<file path="src/verilog/uart_string_pkg.sv">
/*
 * Shared definitions for the UART string link.
 * Holds the character type, the frame delimiter and the default
 * link parameters that the top level hands down to its blocks.
 */
`default_nettype none

package uart_string_pkg;

	// one character on the serial line
	typedef logic [7:0] byte_t;

	// frame delimiter, sent DELIM_COUNT times before and after the payload
	localparam byte_t DELIM_CHAR = 8'h26;
	localparam int DELIM_COUNT = 2;

	// defaults for the top level parameters
	localparam int DEF_CLK_FREQ = 50_000_000;
	localparam int DEF_BAUD_RATE = 115_200;

	// payload capacity in bytes
	localparam int DEF_MAX_LEN = 16;

	// idle bit times before a partial frame is dropped
	localparam int DEF_TIMEOUT_BITS = 20;

endpackage

`default_nettype wire
</file>
<file path="src/verilog/uart_string_top.sv">
/*
 * UART string link top level.
 * Transmit path is framer into uart_tx, receive path is uart_rx into
 * the deframer. The two directions run independently.
 */
`default_nettype none

module uart_string_top #(
	parameter int CLK_FREQ = uart_string_pkg::DEF_CLK_FREQ,
	parameter int BAUD_RATE = uart_string_pkg::DEF_BAUD_RATE,
	parameter int MAX_LEN = uart_string_pkg::DEF_MAX_LEN,
	parameter int TIMEOUT_BITS = uart_string_pkg::DEF_TIMEOUT_BITS
) (
	input wire sys_clk,
	input wire sys_rst_n,
	input wire [MAX_LEN*8-1:0] tx_string,
	input wire [$clog2(MAX_LEN):0] tx_length,
	input wire tx_req,
	output logic tx_busy,
	output logic tx_done,
	output logic [MAX_LEN*8-1:0] rx_string,
	output logic [$clog2(MAX_LEN):0] rx_length,
	output logic rx_busy,
	output logic rx_done,
	output logic rx_err,
	input wire uart_rx_port,
	output logic uart_tx_port
);
	import uart_string_pkg::*;

	// framer to transmitter
	logic tx_byte_req;
	logic tx_byte_done;
	byte_t tx_byte_data;

	// receiver to deframer
	logic rx_byte_vld;
	byte_t rx_byte;

	string_framer #(
		.MAX_LEN(MAX_LEN)
	) u_framer (
		.sys_clk(sys_clk),
		.sys_rst_n(sys_rst_n),
		.tx_string(tx_string),
		.tx_length(tx_length),
		.tx_req(tx_req),
		.tx_busy(tx_busy),
		.tx_done(tx_done),
		.byte_req(tx_byte_req),
		.byte_data(tx_byte_data),
		.byte_done(tx_byte_done)
	);

	uart_tx #(
		.CLK_FREQ(CLK_FREQ),
		.BAUD_RATE(BAUD_RATE)
	) u_tx (
		.sys_clk(sys_clk),
		.sys_rst_n(sys_rst_n),
		.byte_req(tx_byte_req),
		.byte_data(tx_byte_data),
		.byte_done(tx_byte_done),
		.tx(uart_tx_port)
	);

	uart_rx #(
		.CLK_FREQ(CLK_FREQ),
		.BAUD_RATE(BAUD_RATE)
	) u_rx (
		.sys_clk(sys_clk),
		.sys_rst_n(sys_rst_n),
		.rx(uart_rx_port),
		.rx_byte(rx_byte),
		.rx_byte_vld(rx_byte_vld)
	);

	string_deframer #(
		.CLK_FREQ(CLK_FREQ),
		.BAUD_RATE(BAUD_RATE),
		.MAX_LEN(MAX_LEN),
		.TIMEOUT_BITS(TIMEOUT_BITS)
	) u_deframer (
		.sys_clk(sys_clk),
		.sys_rst_n(sys_rst_n),
		.rx_byte(rx_byte),
		.rx_byte_vld(rx_byte_vld),
		.rx_string(rx_string),
		.rx_length(rx_length),
		.rx_busy(rx_busy),
		.rx_done(rx_done),
		.rx_err(rx_err)
	);

endmodule

`default_nettype wire

</file>
<file path="src/verilog/string_deframer.sv">
/*
 * Receive side string deframer.
 * Hunts for the opening "&&", collects payload into a working buffer and
 * hands it out with rx_done when the closing "&&" arrives. Oversize frames
 * pulse rx_err, idle frames are dropped quietly after TIMEOUT_BITS.
 */
`default_nettype none

module string_deframer #(
	parameter int CLK_FREQ = uart_string_pkg::DEF_CLK_FREQ,
	parameter int BAUD_RATE = uart_string_pkg::DEF_BAUD_RATE,
	parameter int MAX_LEN = uart_string_pkg::DEF_MAX_LEN,
	parameter int TIMEOUT_BITS = uart_string_pkg::DEF_TIMEOUT_BITS
) (
	input wire sys_clk,
	input wire sys_rst_n,
	input wire uart_string_pkg::byte_t rx_byte,
	input wire rx_byte_vld,
	output logic [MAX_LEN*8-1:0] rx_string,
	output logic [$clog2(MAX_LEN):0] rx_length,
	output logic rx_busy,
	output logic rx_done,
	output logic rx_err
);
	import uart_string_pkg::*;

	localparam int LEN_W = $clog2(MAX_LEN) + 1;
	localparam int DCNT_W = $clog2(DELIM_COUNT + 1);
	localparam int TIMEOUT_CLKS = TIMEOUT_BITS * (CLK_FREQ / BAUD_RATE);
	localparam int IDLE_W = $clog2(TIMEOUT_CLKS + 1);

	typedef enum logic [2:0] {S_HUNT, S_OPEN, S_CONTENT, S_PEND, S_FINISH} state_t;

	state_t state;
	logic [MAX_LEN*8-1:0] work;
	logic [LEN_W-1:0] len;
	logic [DCNT_W-1:0] delim_cnt;
	logic [IDLE_W-1:0] idle_cnt;
	logic is_delim;
	logic last_delim;
	logic in_frame;
	logic open_done;
	logic store_one;
	logic store_pair;
	logic timeout;

	assign is_delim = (rx_byte == DELIM_CHAR);
	assign last_delim = (delim_cnt == DCNT_W'(DELIM_COUNT - 1));
	assign in_frame = (state == S_OPEN) || (state == S_CONTENT) || (state == S_PEND);
	assign open_done = rx_byte_vld && (state == S_OPEN) && is_delim && last_delim;
	assign store_one = rx_byte_vld && (state == S_CONTENT) && !is_delim &&
		(int'(len) < MAX_LEN);
	// lone delimiter plus the byte after it
	assign store_pair = rx_byte_vld && (state == S_PEND) && !is_delim &&
		(int'(len) + 2 <= MAX_LEN);
	assign timeout = in_frame && (idle_cnt == IDLE_W'(TIMEOUT_CLKS - 1));

	assign rx_busy = (state == S_CONTENT) || (state == S_PEND);
	assign rx_done = (state == S_FINISH);

	always_ff @(posedge sys_clk or negedge sys_rst_n) begin
		if (!sys_rst_n) begin
			state <= S_HUNT;
			len <= '0;
			delim_cnt <= '0;
			rx_string <= '0;
			rx_length <= '0;
			rx_err <= 1'b0;
		end else begin
			rx_err <= 1'b0;
			case (state)
				S_HUNT: begin
					if (rx_byte_vld && is_delim) begin
						state <= S_OPEN;
						delim_cnt <= DCNT_W'(1);
					end
				end
				S_OPEN: begin
					if (open_done) begin
						state <= S_CONTENT;
						len <= '0;
					end else if (rx_byte_vld) begin
						if (is_delim)
							delim_cnt <= delim_cnt + DCNT_W'(1);
						else
							state <= S_HUNT;
					end else if (timeout) begin
						state <= S_HUNT;
					end
				end
				S_CONTENT: begin
					if (rx_byte_vld) begin
						if (is_delim) begin
							state <= S_PEND;
							delim_cnt <= DCNT_W'(1);
						end else if (store_one) begin
							len <= len + LEN_W'(1);
						end else begin
							state <= S_HUNT;
							rx_err <= 1'b1;
						end
					end else if (timeout) begin
						state <= S_HUNT;
					end
				end
				S_PEND: begin
					if (rx_byte_vld) begin
						if (is_delim && last_delim) begin
							// closing pair complete
							state <= S_FINISH;
							rx_string <= work;
							rx_length <= len;
						end else if (is_delim) begin
							delim_cnt <= delim_cnt + DCNT_W'(1);
						end else if (store_pair) begin
							state <= S_CONTENT;
							len <= len + LEN_W'(2);
						end else begin
							state <= S_HUNT;
							rx_err <= 1'b1;
						end
					end else if (timeout) begin
						state <= S_HUNT;
					end
				end
				default: begin
					state <= S_HUNT;
				end
			endcase
		end
	end

	// idle gap counter, restarts on every byte
	always_ff @(posedge sys_clk or negedge sys_rst_n) begin
		if (!sys_rst_n)
			idle_cnt <= '0;
		else if (!in_frame || rx_byte_vld || timeout)
			idle_cnt <= '0;
		else
			idle_cnt <= idle_cnt + IDLE_W'(1);
	end

	// working buffer is zeroed at frame start so unused bytes read as zero
	always_ff @(posedge sys_clk) begin
		if (open_done) begin
			work <= '0;
		end else if (store_one) begin
			work[len * 8 +: 8] <= rx_byte;
		end else if (store_pair) begin
			work[len * 8 +: 8] <= DELIM_CHAR;
			work[(len + LEN_W'(1)) * 8 +: 8] <= rx_byte;
		end
	end

	a_done_err_exclusive: assert property (
		@(posedge sys_clk) disable iff (!sys_rst_n)
		!(rx_done && rx_err)
	) else $error("string_deframer: rx_done and rx_err together");

endmodule

`default_nettype wire

</file>
<file path="src/verilog/string_framer.sv">
/*
 * Transmit side string framer.
 * Latches a string on an accepted tx_req and feeds uart_tx one byte at a
 * time as "&&", payload, "&&". tx_busy covers the whole frame and tx_done
 * pulses once the last delimiter has left the transmitter.
 */
`default_nettype none

module string_framer #(
	parameter int MAX_LEN = uart_string_pkg::DEF_MAX_LEN
) (
	input wire sys_clk,
	input wire sys_rst_n,
	input wire [MAX_LEN*8-1:0] tx_string,
	input wire [$clog2(MAX_LEN):0] tx_length,
	input wire tx_req,
	output logic tx_busy,
	output logic tx_done,
	output logic byte_req,
	output uart_string_pkg::byte_t byte_data,
	input wire byte_done
);
	import uart_string_pkg::*;

	localparam int LEN_W = $clog2(MAX_LEN) + 1;
	localparam int DCNT_W = $clog2(DELIM_COUNT + 1);

	typedef enum logic [1:0] {S_IDLE, S_OPEN, S_CONTENT, S_CLOSE} state_t;

	state_t state;
	logic [MAX_LEN*8-1:0] str_buf;
	logic [LEN_W-1:0] len_q;
	logic [LEN_W-1:0] byte_cnt;
	logic [DCNT_W-1:0] delim_cnt;
	logic accept;
	logic last_delim;

	assign accept = tx_req && (state == S_IDLE);
	assign last_delim = (delim_cnt == DCNT_W'(DELIM_COUNT - 1));
	assign tx_busy = (state != S_IDLE);

	always_ff @(posedge sys_clk or negedge sys_rst_n) begin
		if (!sys_rst_n) begin
			state <= S_IDLE;
			len_q <= '0;
			byte_cnt <= '0;
			delim_cnt <= '0;
			byte_req <= 1'b0;
			byte_data <= '0;
			tx_done <= 1'b0;
		end else begin
			byte_req <= 1'b0;
			tx_done <= 1'b0;
			case (state)
				S_IDLE: begin
					if (accept) begin
						state <= S_OPEN;
						// oversize lengths are clipped to capacity
						len_q <= (tx_length > LEN_W'(MAX_LEN)) ? LEN_W'(MAX_LEN) : tx_length;
						delim_cnt <= '0;
						byte_req <= 1'b1;
						byte_data <= DELIM_CHAR;
					end
				end
				S_OPEN: begin
					if (byte_done) begin
						byte_req <= 1'b1;
						if (!last_delim) begin
							delim_cnt <= delim_cnt + DCNT_W'(1);
							byte_data <= DELIM_CHAR;
						end else if (len_q == '0) begin
							// empty payload goes straight to the closing pair
							state <= S_CLOSE;
							delim_cnt <= '0;
							byte_data <= DELIM_CHAR;
						end else begin
							state <= S_CONTENT;
							byte_cnt <= '0;
							byte_data <= str_buf[7:0];
						end
					end
				end
				S_CONTENT: begin
					if (byte_done) begin
						byte_req <= 1'b1;
						if (byte_cnt == len_q - LEN_W'(1)) begin
							state <= S_CLOSE;
							delim_cnt <= '0;
							byte_data <= DELIM_CHAR;
						end else begin
							byte_cnt <= byte_cnt + LEN_W'(1);
							byte_data <= str_buf[(byte_cnt + LEN_W'(1)) * 8 +: 8];
						end
					end
				end
				default: begin
					if (byte_done) begin
						if (!last_delim) begin
							delim_cnt <= delim_cnt + DCNT_W'(1);
							byte_req <= 1'b1;
							byte_data <= DELIM_CHAR;
						end else begin
							state <= S_IDLE;
							tx_done <= 1'b1;
						end
					end
				end
			endcase
		end
	end

	// string held for the whole frame
	always_ff @(posedge sys_clk) begin
		if (accept)
			str_buf <= tx_string;
	end

	// done ends a busy period, busy is already low when done shows
	a_done_ends_busy: assert property (
		@(posedge sys_clk) disable iff (!sys_rst_n)
		tx_done |-> $past(tx_busy) && !tx_busy
	) else $error("string_framer: tx_done outside a busy period");

endmodule

`default_nettype wire

</file>
<file path="src/verilog/uart_rx.sv">
/*
 * UART receiver, 8N1.
 * Synchronises the line, confirms the start bit at half a bit, samples
 * every data bit at mid-bit and pulses rx_byte_vld at mid stop bit when
 * the stop bit is high. A bad stop bit drops the byte.
 */
`default_nettype none

module uart_rx #(
	parameter int CLK_FREQ = uart_string_pkg::DEF_CLK_FREQ,
	parameter int BAUD_RATE = uart_string_pkg::DEF_BAUD_RATE
) (
	input wire sys_clk,
	input wire sys_rst_n,
	input wire rx,
	output uart_string_pkg::byte_t rx_byte,
	output logic rx_byte_vld
);
	import uart_string_pkg::*;

	localparam int CLKS_PER_BIT = CLK_FREQ / BAUD_RATE;
	localparam int HALF_BIT = CLKS_PER_BIT / 2;
	localparam int CNT_W = $clog2(CLKS_PER_BIT);

	typedef enum logic [1:0] {RX_IDLE, RX_START, RX_DATA, RX_STOP} rx_state_t;

	rx_state_t state;
	logic rx_meta;
	logic rx_sync;
	logic rx_prev;
	logic [CNT_W-1:0] bit_cnt;
	logic [2:0] bit_idx;
	logic bit_end;
	logic sample;

	assign bit_end = (bit_cnt == CNT_W'(CLKS_PER_BIT - 1));
	assign sample = (state == RX_DATA) && bit_end;

	// two-flop synchroniser plus a delayed copy for edge detection
	always_ff @(posedge sys_clk or negedge sys_rst_n) begin
		if (!sys_rst_n) begin
			rx_meta <= 1'b1;
			rx_sync <= 1'b1;
			rx_prev <= 1'b1;
		end else begin
			rx_meta <= rx;
			rx_sync <= rx_meta;
			rx_prev <= rx_sync;
		end
	end

	always_ff @(posedge sys_clk or negedge sys_rst_n) begin
		if (!sys_rst_n) begin
			state <= RX_IDLE;
			bit_cnt <= '0;
			bit_idx <= '0;
			rx_byte_vld <= 1'b0;
		end else begin
			rx_byte_vld <= 1'b0;
			case (state)
				RX_IDLE: begin
					if (rx_prev && !rx_sync) begin
						state <= RX_START;
						bit_cnt <= '0;
					end
				end
				RX_START: begin
					if (bit_cnt == CNT_W'(HALF_BIT - 1)) begin
						// glitch shorter than half a bit goes back to idle
						state <= rx_sync ? RX_IDLE : RX_DATA;
						bit_cnt <= '0;
						bit_idx <= '0;
					end else begin
						bit_cnt <= bit_cnt + CNT_W'(1);
					end
				end
				RX_DATA: begin
					if (bit_end) begin
						bit_cnt <= '0;
						bit_idx <= bit_idx + 3'd1;
						if (bit_idx == 3'd7)
							state <= RX_STOP;
					end else begin
						bit_cnt <= bit_cnt + CNT_W'(1);
					end
				end
				default: begin
					if (bit_end) begin
						state <= RX_IDLE;
						bit_cnt <= '0;
						rx_byte_vld <= rx_sync;
					end else begin
						bit_cnt <= bit_cnt + CNT_W'(1);
					end
				end
			endcase
		end
	end

	// data bits arrive LSB first
	always_ff @(posedge sys_clk) begin
		if (sample)
			rx_byte <= {rx_sync, rx_byte[7:1]};
	end

	a_vld_single_cycle: assert property (
		@(posedge sys_clk) disable iff (!sys_rst_n)
		rx_byte_vld |=> !rx_byte_vld
	) else $error("uart_rx: rx_byte_vld high on two consecutive cycles");

endmodule

`default_nettype wire

</file>
<file path="src/verilog/uart_tx.sv">
/*
 * UART transmitter, 8N1.
 * A one-cycle byte_req while idle starts a frame; byte_done pulses one
 * cycle after the stop bit ends, and only then may the next request come.
 */
`default_nettype none

module uart_tx #(
	parameter int CLK_FREQ = uart_string_pkg::DEF_CLK_FREQ,
	parameter int BAUD_RATE = uart_string_pkg::DEF_BAUD_RATE
) (
	input wire sys_clk,
	input wire sys_rst_n,
	input wire byte_req,
	input wire uart_string_pkg::byte_t byte_data,
	output logic byte_done,
	output logic tx
);
	import uart_string_pkg::*;

	localparam int CLKS_PER_BIT = CLK_FREQ / BAUD_RATE;
	localparam int CNT_W = $clog2(CLKS_PER_BIT);

	logic busy;
	logic [CNT_W-1:0] bit_cnt;
	// 0 start, 1..8 data, 9 stop
	logic [3:0] bit_idx;
	byte_t shreg;

	always_ff @(posedge sys_clk or negedge sys_rst_n) begin
		if (!sys_rst_n) begin
			busy <= 1'b0;
			tx <= 1'b1;
			bit_cnt <= '0;
			bit_idx <= '0;
			byte_done <= 1'b0;
		end else begin
			byte_done <= 1'b0;
			if (!busy) begin
				if (byte_req) begin
					busy <= 1'b1;
					tx <= 1'b0;
					bit_cnt <= '0;
					bit_idx <= '0;
				end
			end else if (bit_cnt == CNT_W'(CLKS_PER_BIT - 1)) begin
				bit_cnt <= '0;
				if (bit_idx == 4'd9) begin
					busy <= 1'b0;
					byte_done <= 1'b1;
				end else begin
					bit_idx <= bit_idx + 4'd1;
					// LSB first, then the stop bit
					tx <= (bit_idx == 4'd8) ? 1'b1 : shreg[bit_idx[2:0]];
				end
			end else begin
				bit_cnt <= bit_cnt + CNT_W'(1);
			end
		end
	end

	// byte captured when the frame starts
	always_ff @(posedge sys_clk) begin
		if (byte_req && !busy)
			shreg <= byte_data;
	end

	// the framer must wait for byte_done before the next request
	a_no_req_while_busy: assert property (
		@(posedge sys_clk) disable iff (!sys_rst_n)
		byte_req |-> !busy
	) else $error("uart_tx: byte_req while a frame is in progress");

endmodule

`default_nettype wire

</file>
<file path="config.mk">
export PLATFORM = sky130hd
export DESIGN_NAME = uart_string_top
export DESIGN_NICKNAME = d
export VERILOG_FILES = /design/src/verilog/uart_string_pkg.sv /design/src/verilog/uart_string_top.sv /design/src/verilog/string_deframer.sv /design/src/verilog/string_framer.sv /design/src/verilog/uart_rx.sv /design/src/verilog/uart_tx.sv
export SDC_FILE = /design/constraint.sdc
export NUM_CORES = 1
export LEC_CHECK = 0
export BUFFER_PORTS_ARGS = -buffer_cell sky130_fd_sc_hd__buf_2
export CORE_MARGIN = 8
export CORE_UTILIZATION = 55
export CTS_BUF_LIST = sky130_fd_sc_hd__clkbuf_8 sky130_fd_sc_hd__clkbuf_16
export DETAILED_ROUTE_END_ITERATION = 8
export PLACE_DENSITY = 0.76
export REMOVE_ABC_BUFFERS = 1
export SYNTH_ARGS = -nofsm -noshare
export SYNTH_HDL_FRONTEND = slang
export SYNTH_SLANG_ARGS = --single-unit
export TNS_END_PERCENT = 20
</file>
<file path="constraint.sdc">
create_clock -name sys_clk -period 6.4 [get_ports sys_clk]
set_input_delay 0.32 -clock sys_clk [delete_from_list [all_inputs] [get_ports sys_clk]]
set_output_delay 0.32 -clock sys_clk [all_outputs]
set_load 0.01 [all_outputs]
</file>
* Yosys cells after proc, flatten, opt, wreduce, memory -nomap -nowiden
Cells that the tools add are included.
Storage, ports and cells: bits in registers 488
Operators by class: $add $sub $neg 16, $lt $le $gt $ge 4, equal/unequal tests 49, shifts and indexed selects 6, muxes and demuxes 124, reductions and logical operators 54
Operators with widths (count):
- $bwmux W128 | 3
- $mux W128 | 2
- $shift A8 B34 Y128 const A | 2
- $shiftx A8 B34 Y128 | 2
- $shiftx A128 B33 Y8 | 1
- $shiftx A8 B34 Y128 const A | 1
- $mux W5 | 14
- $mux W8 | 8
- $mux W2 | 30
- $mux W9 | 6
- $mux W3 | 13
- $neg A32 Y34 | 1
- $neg A8 Y34 | 1
- $le A32 B6 Y1 const B | 1
- $mux W1 | 30
- $ne A2 B1 Y1 const B | 13
- $ne A2 B2 Y1 const B | 12
- $pmux W8 S3 | 1
- $add A9 B1 Y9 const B | 2
- $eq A9 B9 Y1 const B | 2
- $pmux W2 S3 | 3
- $pmux W9 S2 | 1
- $logic_and A1 B1 Y1 | 16
- $mux W4 | 4
- other kinds (51) | 84

* Logic depth before layout (Yosys ltp)
Gate-level depths: netlist of run 1.
depth in word-level cells 9, gate-level depth with buffers 17, gate-level depth less buffers 13

* Cells and area by module
From an unflattened synthesis of run 1, not the netlist that was laid out.
Unflattened totals: cells, all modules 1987, area, all modules 21393.0 um2
Modules (own cells, without submodules):
- string_deframer | instances 1, cells an instance 1381, area each 12509.5 um2, sequential area each 6516.2 um2
- string_framer | instances 1, cells an instance 387, area each 6378.6 um2, sequential area each 4444.3 um2
- uart_rx | instances 1, cells an instance 113, area each 1301.2 um2, sequential area each 694.4 um2
- uart_tx | instances 1, cells an instance 106, area each 1203.7 um2, sequential area each 641.9 um2

* Worst setup path before layout of run 1
No wires, ideal clock.
kind register to register, start point register u_framer.state[0], end point register u_framer.state[0], library setup time 0.125 ns, data arrival time 4.775 ns, required time 6.275 ns, path slack 1.501 ns, cell stages (with the launch flop) 8, buffers on the path 0, cell sequence dfrtp_1 inv_1 ha_1 nand2_1 clkinv_1 a32o_1 nand2_1 mux2_2
On the way: cells in the longest elaborated chain, start to end 4, elaborated cells between the ends (all ways) 13, those cells by class eq/ne: 7; mux: 1; reduce/logical: 5
Ends and longest elaborated chain:
- from (decl) | line string_framer.sv:30 | state_t state;
- from (signal assigned) | line string_framer.sv:44 | state <= S_IDLE;
- from (signal assigned) | line string_framer.sv:57 | state <= S_OPEN;
- from (signal assigned) | line string_framer.sv:73 | state <= S_CLOSE;
- $logic_not A2 Y1 | line string_framer.sv:38 | assign accept = tx_req && (state == S_IDLE);
- $logic_and A1 B1 Y1 | line string_framer.sv:38
- via u_framer.accept | line string_framer.sv:35 | logic accept;
- $ne A2 B1 Y1 (no source line)
- $reduce_and A7 Y1 (no source line)
The timed path passes the listed nets, and every way through them passes these cells. A chain may end at the register's enable or synchronous reset.

* Worst setup path after layout of run 1
start point register u_deframer.len[2], end point register u_deframer.work[85]
On the way: cells in the longest elaborated chain, start to end 6, elaborated cells between the ends (all ways) 19, those cells by class add/sub: 4; order compare: 2; shift: 5; mux: 5; reduce/logical: 3
Ends and longest elaborated chain:
- from (decl) | line string_deframer.sv:36 | logic [LEN_W-1:0] len;
- from (signal assigned) | line string_deframer.sv:97 | len <= len + LEN_W'(1);
- from (signal assigned) | line string_deframer.sv:117 | len <= len + LEN_W'(2);
- $add A5 B1 Y6 or $neg A8 Y34 (tied branches) | line string_deframer.sv:151, string_deframer.sv:148, string_deframer.sv:150
- $neg A32 Y34 (tied with other cells) | line string_deframer.sv:151 | work[(len + LEN_W'(1)) * 8 +: 8] <= rx_byte;
- $shiftx A8 B34 Y128 (tied with other cells) | line string_deframer.sv:151
- $bwmux W128 | line string_deframer.sv:151
- $mux W128 | line string_deframer.sv:149 | end else if (store_pair) begin
- $mux W128 | line string_deframer.sv:147 | end else if (store_one) begin
- to (signal, indexed assignment) | line string_deframer.sv:148 | work[len * 8 +: 8] <= rx_byte;
- to (signal, indexed assignment) | line string_deframer.sv:151
- to (decl) | line string_deframer.sv:35 | logic [MAX_LEN*8-1:0] work;
Parallel ways exist; a longest one is shown, timed or not. The select of a mux whose other input is x is not followed.

==> summary.txt, run 1 <==
Setup path
  – Worst path buffer plus inverter count: 0
  – CP max stage delay: 730 ps
  – Worst path required time: 6870 ps
  – Crit. End Element: flip-flop
  – Setup crit end: u_deframer.work[85]$_SDFFE_PP0P_
  – Worst setup path class: flip-flop to flip-flop
  – Slowest cell on the critical path: dfrtp_1
  – Worst setup path startpoint: u_deframer.len[2]$_DFFE_PN0P_
  – R2R setup slack: between 1500 and 2000 ps
  – FF-to-FF End: u_deframer.work[85]$_SDFFE_PP0P_
  – Critical path, cell by cell: ha_1 > nand3_1 > nor2_1 > a21oi_1 > nor2_1 > o21ai_0 > ha_1 > o311a_1 > nand3_1 > nor3b_1 > a31oi_1 > o22a_1
  – Critical Path Stages: 12
  – CP Launch Type: flip-flop
  – RR Startpoint: u_deframer.len[2]$_DFFE_PN0P_
  – Reg2reg path depth: 12
  – Crit path arrival time: 4960 ps
  – Cell family with most CP delay: simple AND/OR/NAND/NOR gates
  – Maximum fanout along the worst path: 20

Timing
  – Setup violators final: 0
  – Layout Skew: 17.0 ps
  – Slew @ Worst Pin: 1080 ps
  – Crit share post-route: 70.1%
  – Fmax: 223 MHz
  – Final Max Slew Viols: 0
  – Hold Fails Final Rpt: 0
  – Final setup TNS: 0 ps
  – Tmin final: 4490 ps
  – Slew HR: 27.9%
  – Unrepaired setup endpoints after global routing: no

Clock network
  – CTS Buf Count: 49
  – Post-CTS Resized: 0
  – Clk_lat worst skew: 590 ps
  – Clock tree from TritonCTS: done
  – CTS H-tree lvls: 2
  – Clk buf depth: 3
  – Worst-path clk slew: 60 ps
  – CTS Hold Bufs: 134
  – Post-CTS Setup Bufs: 0
  – Clk sink count: 488
  – CTS Root Cell: clkbuf_16

Synth
  – Synth top area cells: dfrtp_1 (25%), edfxtp_1 (20%), dfxtp_1 (12%)
  – Synth top area share: about a quarter
  – Cell taking the most area after synthesis: dfrtp_1
  – Post-synthesis cell area: 0.0213 mm2
  – Synth cell types: 89
  – Most used flip-flop cell after synthesis: dfrtp_1
  – EDFF count, synth: 144
  – Avg Inst Size Synth: 12.0 um2
  – Post-synthesis register bit count: a little under 500
  – Register area share after synthesis: 57.8%
  – Synth Instances: around 1800
  – Syn. warnings: 0
  – Async SR Flop Fraction: between 40% and 50%

Drt
  – First DRT Iteration DRCs: 1287
  – Routed Antenna Nets: 0
  – Post-DR wirelength/cell: 21.4 um
  – DRT Pass-1 Iters: 5
  – DRC Markers: 0
  – Via density: roughly 6
  – WL final: roughly 58000 um
  – Vias after detailed routing: about 16000

Layout
  – Most frequent cells in the layout: buf_2 (274), dfrtp_1 (211), nand2_1 (158)
  – Commonest non-fill, non-tap cell in the layout: buf_2
  – Final Instance Area: 0.0259 mm2
  – Nets: approximately 2300
  – Layout area overhead: 21.8%
  – Share of cells above drive strength 1: 26.9%
  – Post-route insts no fill: 2706

GRT
  – Total gr overflow: 0
  – Global Route Usage Sum: 25.3%
  – Initial antenna violation count: 6
  – First-pass GRT wire length: approximately 90000 um
  – Vias in the first global route: 16300
  – Largest net degree at the start of global routing: 97

Floorplan
  – Die Wd: 213 um
  – Initial core utilization: 55.4%
  – Ports: 276
  – Core box area: 0.0384 mm2
  – DIE HEIGHT: 213 um
  – DIE AREA: roughly 0.045 mm2
  – Row count: slightly above 70

Run status
  – Status: finished clean

Worst hold path
  – Worst min path class: input pin to flip-flop

Run
  – Max-Cap Viols: 0

Placement
  – Placed Area: 0.0230 mm2
  – Final GP Congestion: 0.908
  – # port buffers: 275
  – Placed Instances: 2477
  – Detailed placement HPWL: approximately 36000 um

Power
  – LEAKAGE: about 0.011 uW
  – Total power: 7110 uW
  – Cell Pwr Density: 275 mW/mm2
  – Worst vdd ir: approximately 0.00025 V
-- worst reg2reg max path: cells and delay by family, from the launching register on --
family,cells,cell delay (ps)
simple gates,5,1650
fa+ha+maj,2,850
flops,1,730
compound gates,5,1150
-- routing by layer --
layer	GRT usage [%]	routed length, um	up-vias
li1	-	-	7365
met1	32.2	23700	7916
met2	42.0	28000	661
met3	6.47	4810	96
met4	7.78	1400	0
met5	0	0	-
-- where the power goes --
| group | internal (uW) | switching, uW | leakage [uW] |
|---|---|---|---|
| Combinational | 320 | 464 | 0.00496 |
| Sequential | 3480 | 117 | 0.00532 |
| Clock | 1510 | 1220 | 0.000796 |
| Total | 5310 | 1800 | 0.0111 |
-- kinds of logic after synthesis --
logic type | Yosys count | synth area share (%)
multiplexers | 195 | 11.9
adder cells (fa/ha/maj) | 34 | 2.00
AND/OR/NAND/NOR | 499 | 12.3
AO/OA/AOI/OAI | 366 | 11.8
XOR/XNOR | 27 | 1.11
flip-flops | 488 | 57.8
buffers and inverters | 162 | 3.07
-- through the flow --
stage	setup slack, ps	util [%]	hold WS [ps]
after global placement	2170	60.0	346
after floorplan	-455	-	24.4
after detailed placement	2070	60.0	350
after global routing	1600	67.5	71.4
after CTS	2060	67.4	56.5
final	1910	67.5	97.3
-- worst min path at each step --
stage	startpoint	endpoint	slack [ps]	depth (start not counted)
3_5_place_dp	u_rx.rx_meta$_DFF_PN1_	u_rx.rx_sync$_DFF_PN1_	350	0
4_1_cts	tx_length[4]	u_framer.len_q[4]$_DFFE_PN0P_	60	2
3_3_place_gp	u_rx.rx_meta$_DFF_PN1_	u_rx.rx_sync$_DFF_PN1_	350	0
6_report	tx_length[4]	u_framer.len_q[4]$_DFFE_PN0P_	100	2
2_1_floorplan	sys_rst_n	u_deframer.delim_cnt[0]$_DFFE_PN0P_	20	0
5_1_grt	tx_length[4]	u_framer.len_q[4]$_DFFE_PN0P_	70	2
-- area by class of cell --
class	count	area [um2]
clock inverter	35	215
sequential	488	12300
timing repair buffer	428	2870
tap	518	648
inverter	56	213
antenna	7	17.5
multi-input combinational	1121	8330
fill	2783	12500
clock buffer	53	1300
-- cells in the mapped netlist (22+ instances only) --
library cell,count
mux2i_1,39
mux4_2,34
nor4b_1,28
nand3_1,45
o21ai_0,128
dfrtp_1,212
clkbuf_1,78
a21oi_1,50
mux2_2,122
ha_1,34
nor2_1,71
nand2b_1,22
nand2_1,158
nand4_1,34
a31o_2,23
dfxtp_1,128
edfxtp_1,144
nor3_1,45
inv_1,53
-- registers in the layout, indices dropped and copies added, names as in the netlist, 3 cells and up --
signal,cells
u_deframer.rx_string,128
u_deframer.work,128
u_framer.str_buf,128
u_deframer.idle_cnt,14
u_rx.bit_cnt,9
u_tx.bit_cnt,9
u_framer.byte_data,8
u_rx.rx_byte,8
u_tx.shreg,8
u_deframer.len,5
u_deframer.rx_length,5
u_framer.byte_cnt,5
u_framer.len_q,5
u_tx.bit_idx,4
u_deframer.state,3
u_rx.bit_idx,3
No activity file was read; power rests on OpenSTA's default activity.
==> run 2: changes to the inputs <==
==> constraint.sdc (replaced) <==
create_clock -name sys_clk -period 4.7 [get_ports sys_clk]
set_input_delay 0.235 -clock sys_clk [delete_from_list [all_inputs] [get_ports sys_clk]]
set_output_delay 0.235 -clock sys_clk [all_outputs]
set_load 0.01 [all_outputs]
==> summary.txt, run 2 (synthesized netlist as in run 1, its figures left out) <==
Setup path
  – Crit path arrival time: 4320 ps (was 4960 ps)
  – Worst path required time: 5160 ps (was 6870 ps)
  – RR Startpoint: u_deframer.len[1]$_DFFE_PN0P_ (was u_deframer.len[2]$_DFFE_PN0P_)
  – CP Launch Type: flip-flop (unchanged)
  – Worst setup path startpoint: u_deframer.len[1]$_DFFE_PN0P_ (was u_deframer.len[2]$_DFFE_PN0P_)
  – Reg2reg path depth: 12 (unchanged)
  – Crit. End Element: flip-flop (unchanged)
  – FF-to-FF End: u_deframer.work[124]$_SDFFE_PP0P_ (was u_deframer.work[85]$_SDFFE_PP0P_)
  – Maximum fanout along the worst path: 12 (was 20)
  – R2R setup slack: 830 ps (was 1910 ps)
  – Worst setup path class: flip-flop to flip-flop (unchanged)

Timing
  – Final Max Slew Viols: 0 (unchanged)
  – Crit share post-route: 82.3% (was 70.1%)
  – Fmax: 259 MHz (was 223 MHz)
  – Slew HR: 22.8% (was 27.9%)
  – Layout Skew: 29.0 ps (was 17.0 ps)
  – Slew @ Worst Pin: 1160 ps (was 1080 ps)
  – Tmin final: 3870 ps (was 4490 ps)
  – Hold Fails Final Rpt: 0 (unchanged)
  – Unrepaired setup endpoints after global routing: no (unchanged)
  – Setup violators final: 0 (unchanged)

Clock network
  – Clk sink count: 488 (unchanged)
  – CTS H-tree lvls: 2 (unchanged)
  – CTS Root Cell: clkbuf_16 (unchanged)
  – CTS Hold Bufs: 137 (was 134)
  – Post-CTS Resized: 0 (unchanged)
  – Post-CTS Setup Bufs: 0 (unchanged)
  – Clk buf depth: 3 (unchanged)
  – Worst-path clk slew: 60 ps (about the same)
  – CTS Buf Count: 49 (unchanged)
  – Clk_lat worst skew: 600 ps (was 590 ps)
  – Clock tree from TritonCTS: done (unchanged)

Floorplan
  – Row count: 72 (unchanged)
  – Die Wd: 213 um (unchanged)
  – DIE AREA: 0.0452 mm2 (unchanged)
  – Initial core utilization: 55.4% (unchanged)
  – DIE HEIGHT: 213 um (unchanged)
  – Core box area: 0.0384 mm2 (unchanged)
  – Ports: 276 (unchanged)

Layout
  – Register area: 0.0123 mm2 (unchanged)
  – FILL cells: 2734 (was 2783)
  – Multi-input logic area: 0.00833 mm2 (unchanged)
  – Biggest regs: u_deframer.rx_string (128), u_deframer.work (128), u_framer.str_buf (128) (unchanged)
  – Layout area overhead: 22.9% (was 21.8%)
  – Nets: 2333 (was 2315)
  – Post-route insts no fill: 2725 (was 2706)
  – Commonest non-fill, non-tap cell in the layout: buf_2 (unchanged)
  – Final Instance Area: 0.0261 mm2 (was 0.0259 mm2)
  – Most frequent cells in the layout: buf_2 (274), dfrtp_1 (211), nand2_1 (158) (unchanged)
  – Share of cells above drive strength 1: 27.5% (was 26.9%)

GRT
  – Total gr overflow: 0 (unchanged)
  – Largest net degree at the start of global routing: 85 (was 97)
  – Global Route Usage Sum: 26.3% (was 25.3%)
  – Vias in the first global route: 16700 (was 16300)
  – GRT busiest layer: met2 (unchanged)
  – First-pass GRT wire length: 93400 um (was 90400 um)
  – Met3 GRT Util: 6.10% (was 6.47%)
  – GR Util met1: 32.7% (was 32.2%)
  – Met2 Use GR: 44.8% (was 42.0%)
  – Initial antenna violation count: 4 (was 6)

Power
  – Worst vdd ir: 0.000429 V (was 0.000245 V)
  – LEAKAGE: 0.0112 uW (was 0.0111 uW)
  – Cell Pwr Density: 380 mW/mm2 (was 275 mW/mm2)
  – Total power: 9920 uW (was 7110 uW)

Drt
  – DRC Markers: 0 (unchanged)
  – Via density: 5.96 (was 5.93)
  – Routed Antenna Nets: 0 (unchanged)
  – First DRT Iteration DRCs: 1182 (was 1287)
  – Post-DR wirelength/cell: 22.0 um (was 21.4 um)
  – DRT Pass-1 Iters: 6 (was 5)
  – Vias after detailed routing: 16300 (was 16000)
  – WL final: 59900 um (was 57900 um)

Placement
  – # port buffers: 275 (unchanged)
  – Placed Area: 0.0231 mm2 (was 0.0230 mm2)
  – Detailed placement HPWL: 37100 um (was 36000 um)
  – Final GP Congestion: 0.895 (was 0.908)
  – Placed Instances: 2492 (was 2477)

Run status
  – Status: finished clean (unchanged)

Run
  – Max-Cap Viols: 0 (unchanged)

Worst hold path
  – Endpoint, Worst Hold: u_framer.len_q[2]$_DFFE_PN0P_ (was u_framer.len_q[4]$_DFFE_PN0P_)
  – Hold path start: tx_req (was tx_length[4])
  – Worst min path class: input pin to flip-flop (unchanged)
  – Hold depth: 4 (was 2)
## run 2: cell count changes in the layout (fill, tap and decap cells not counted), sizes merged
cell         previous run  this run
buf                   294       309
dlygate4sd3           134       137
diode                   7         4
clkinv                 24        23
bufinv                  1         4
clkinvlp                0         2
## run 2: worst max path at each step
stage                                                endpoint  slack, ps  depth (start not counted)
after detailed placement    u_deframer.work[124]$_SDFFE_PP0P_        920                         12
after global routing         u_deframer.work[58]$_SDFFE_PP0P_        470                         12
after floorplan           u_deframer.rx_string[0]$_DFFE_PN0P_      -2160                          5
after global placement       u_deframer.work[11]$_SDFFE_PP0P_        960                         13
final                       u_deframer.work[124]$_SDFFE_PP0P_        830                         12
after CTS                   u_deframer.work[124]$_SDFFE_PP0P_        880                         12
## run 2: metal layers
metal	vias up	part of all wire, %
li1	7387	-
met1	7992	39
met5	-	0
met2	740	49
met3	133	8.5
met4	0	3.0
## run 2: metrics by stage
step	hold slack, ps	setup TNS (ps)	util (%)	setup WS [ps]
global route	203	0	68.1	472
finish	163	0	68.1	833
detailed placement	284	0	60.3	924
CTS	114	0	68.1	877
floorplan	-60.6	-282170	-	-2160
global placement	284	0	60.3	960
## run 2: power breakdown
part | switching, uW | internal [uW]
Clock | 1680 | 2210
Combinational | 664 | 445
Sequential | 173 | 4740
Total | 2520 | 7400
## run 2: layout make-up
type | instances | share of cell area [%]
clock inverter | 39 | 1.22
tap | 518 | 2.48
timing repair buffer | 446 | 11.6
inverter | 56 | 0.814
antenna | 4 | 0.0383
clock buffer | 53 | 4.94
sequential | 488 | 47.1
multi-input combinational | 1121 | 31.9
## run 2: worst max-delay path, stage by stage (launching register included)
cell and delay [ps]:
dfrtp_1 490, ha_1 430, nand3_1 180, nor2_1 190
a21oi_1 60, nor2_1 90, o21ai_0 90, ha_1 330
o311a_1 560, nand4_1 230, o31ai_2 550, and2_1 370
o21ai_0 140
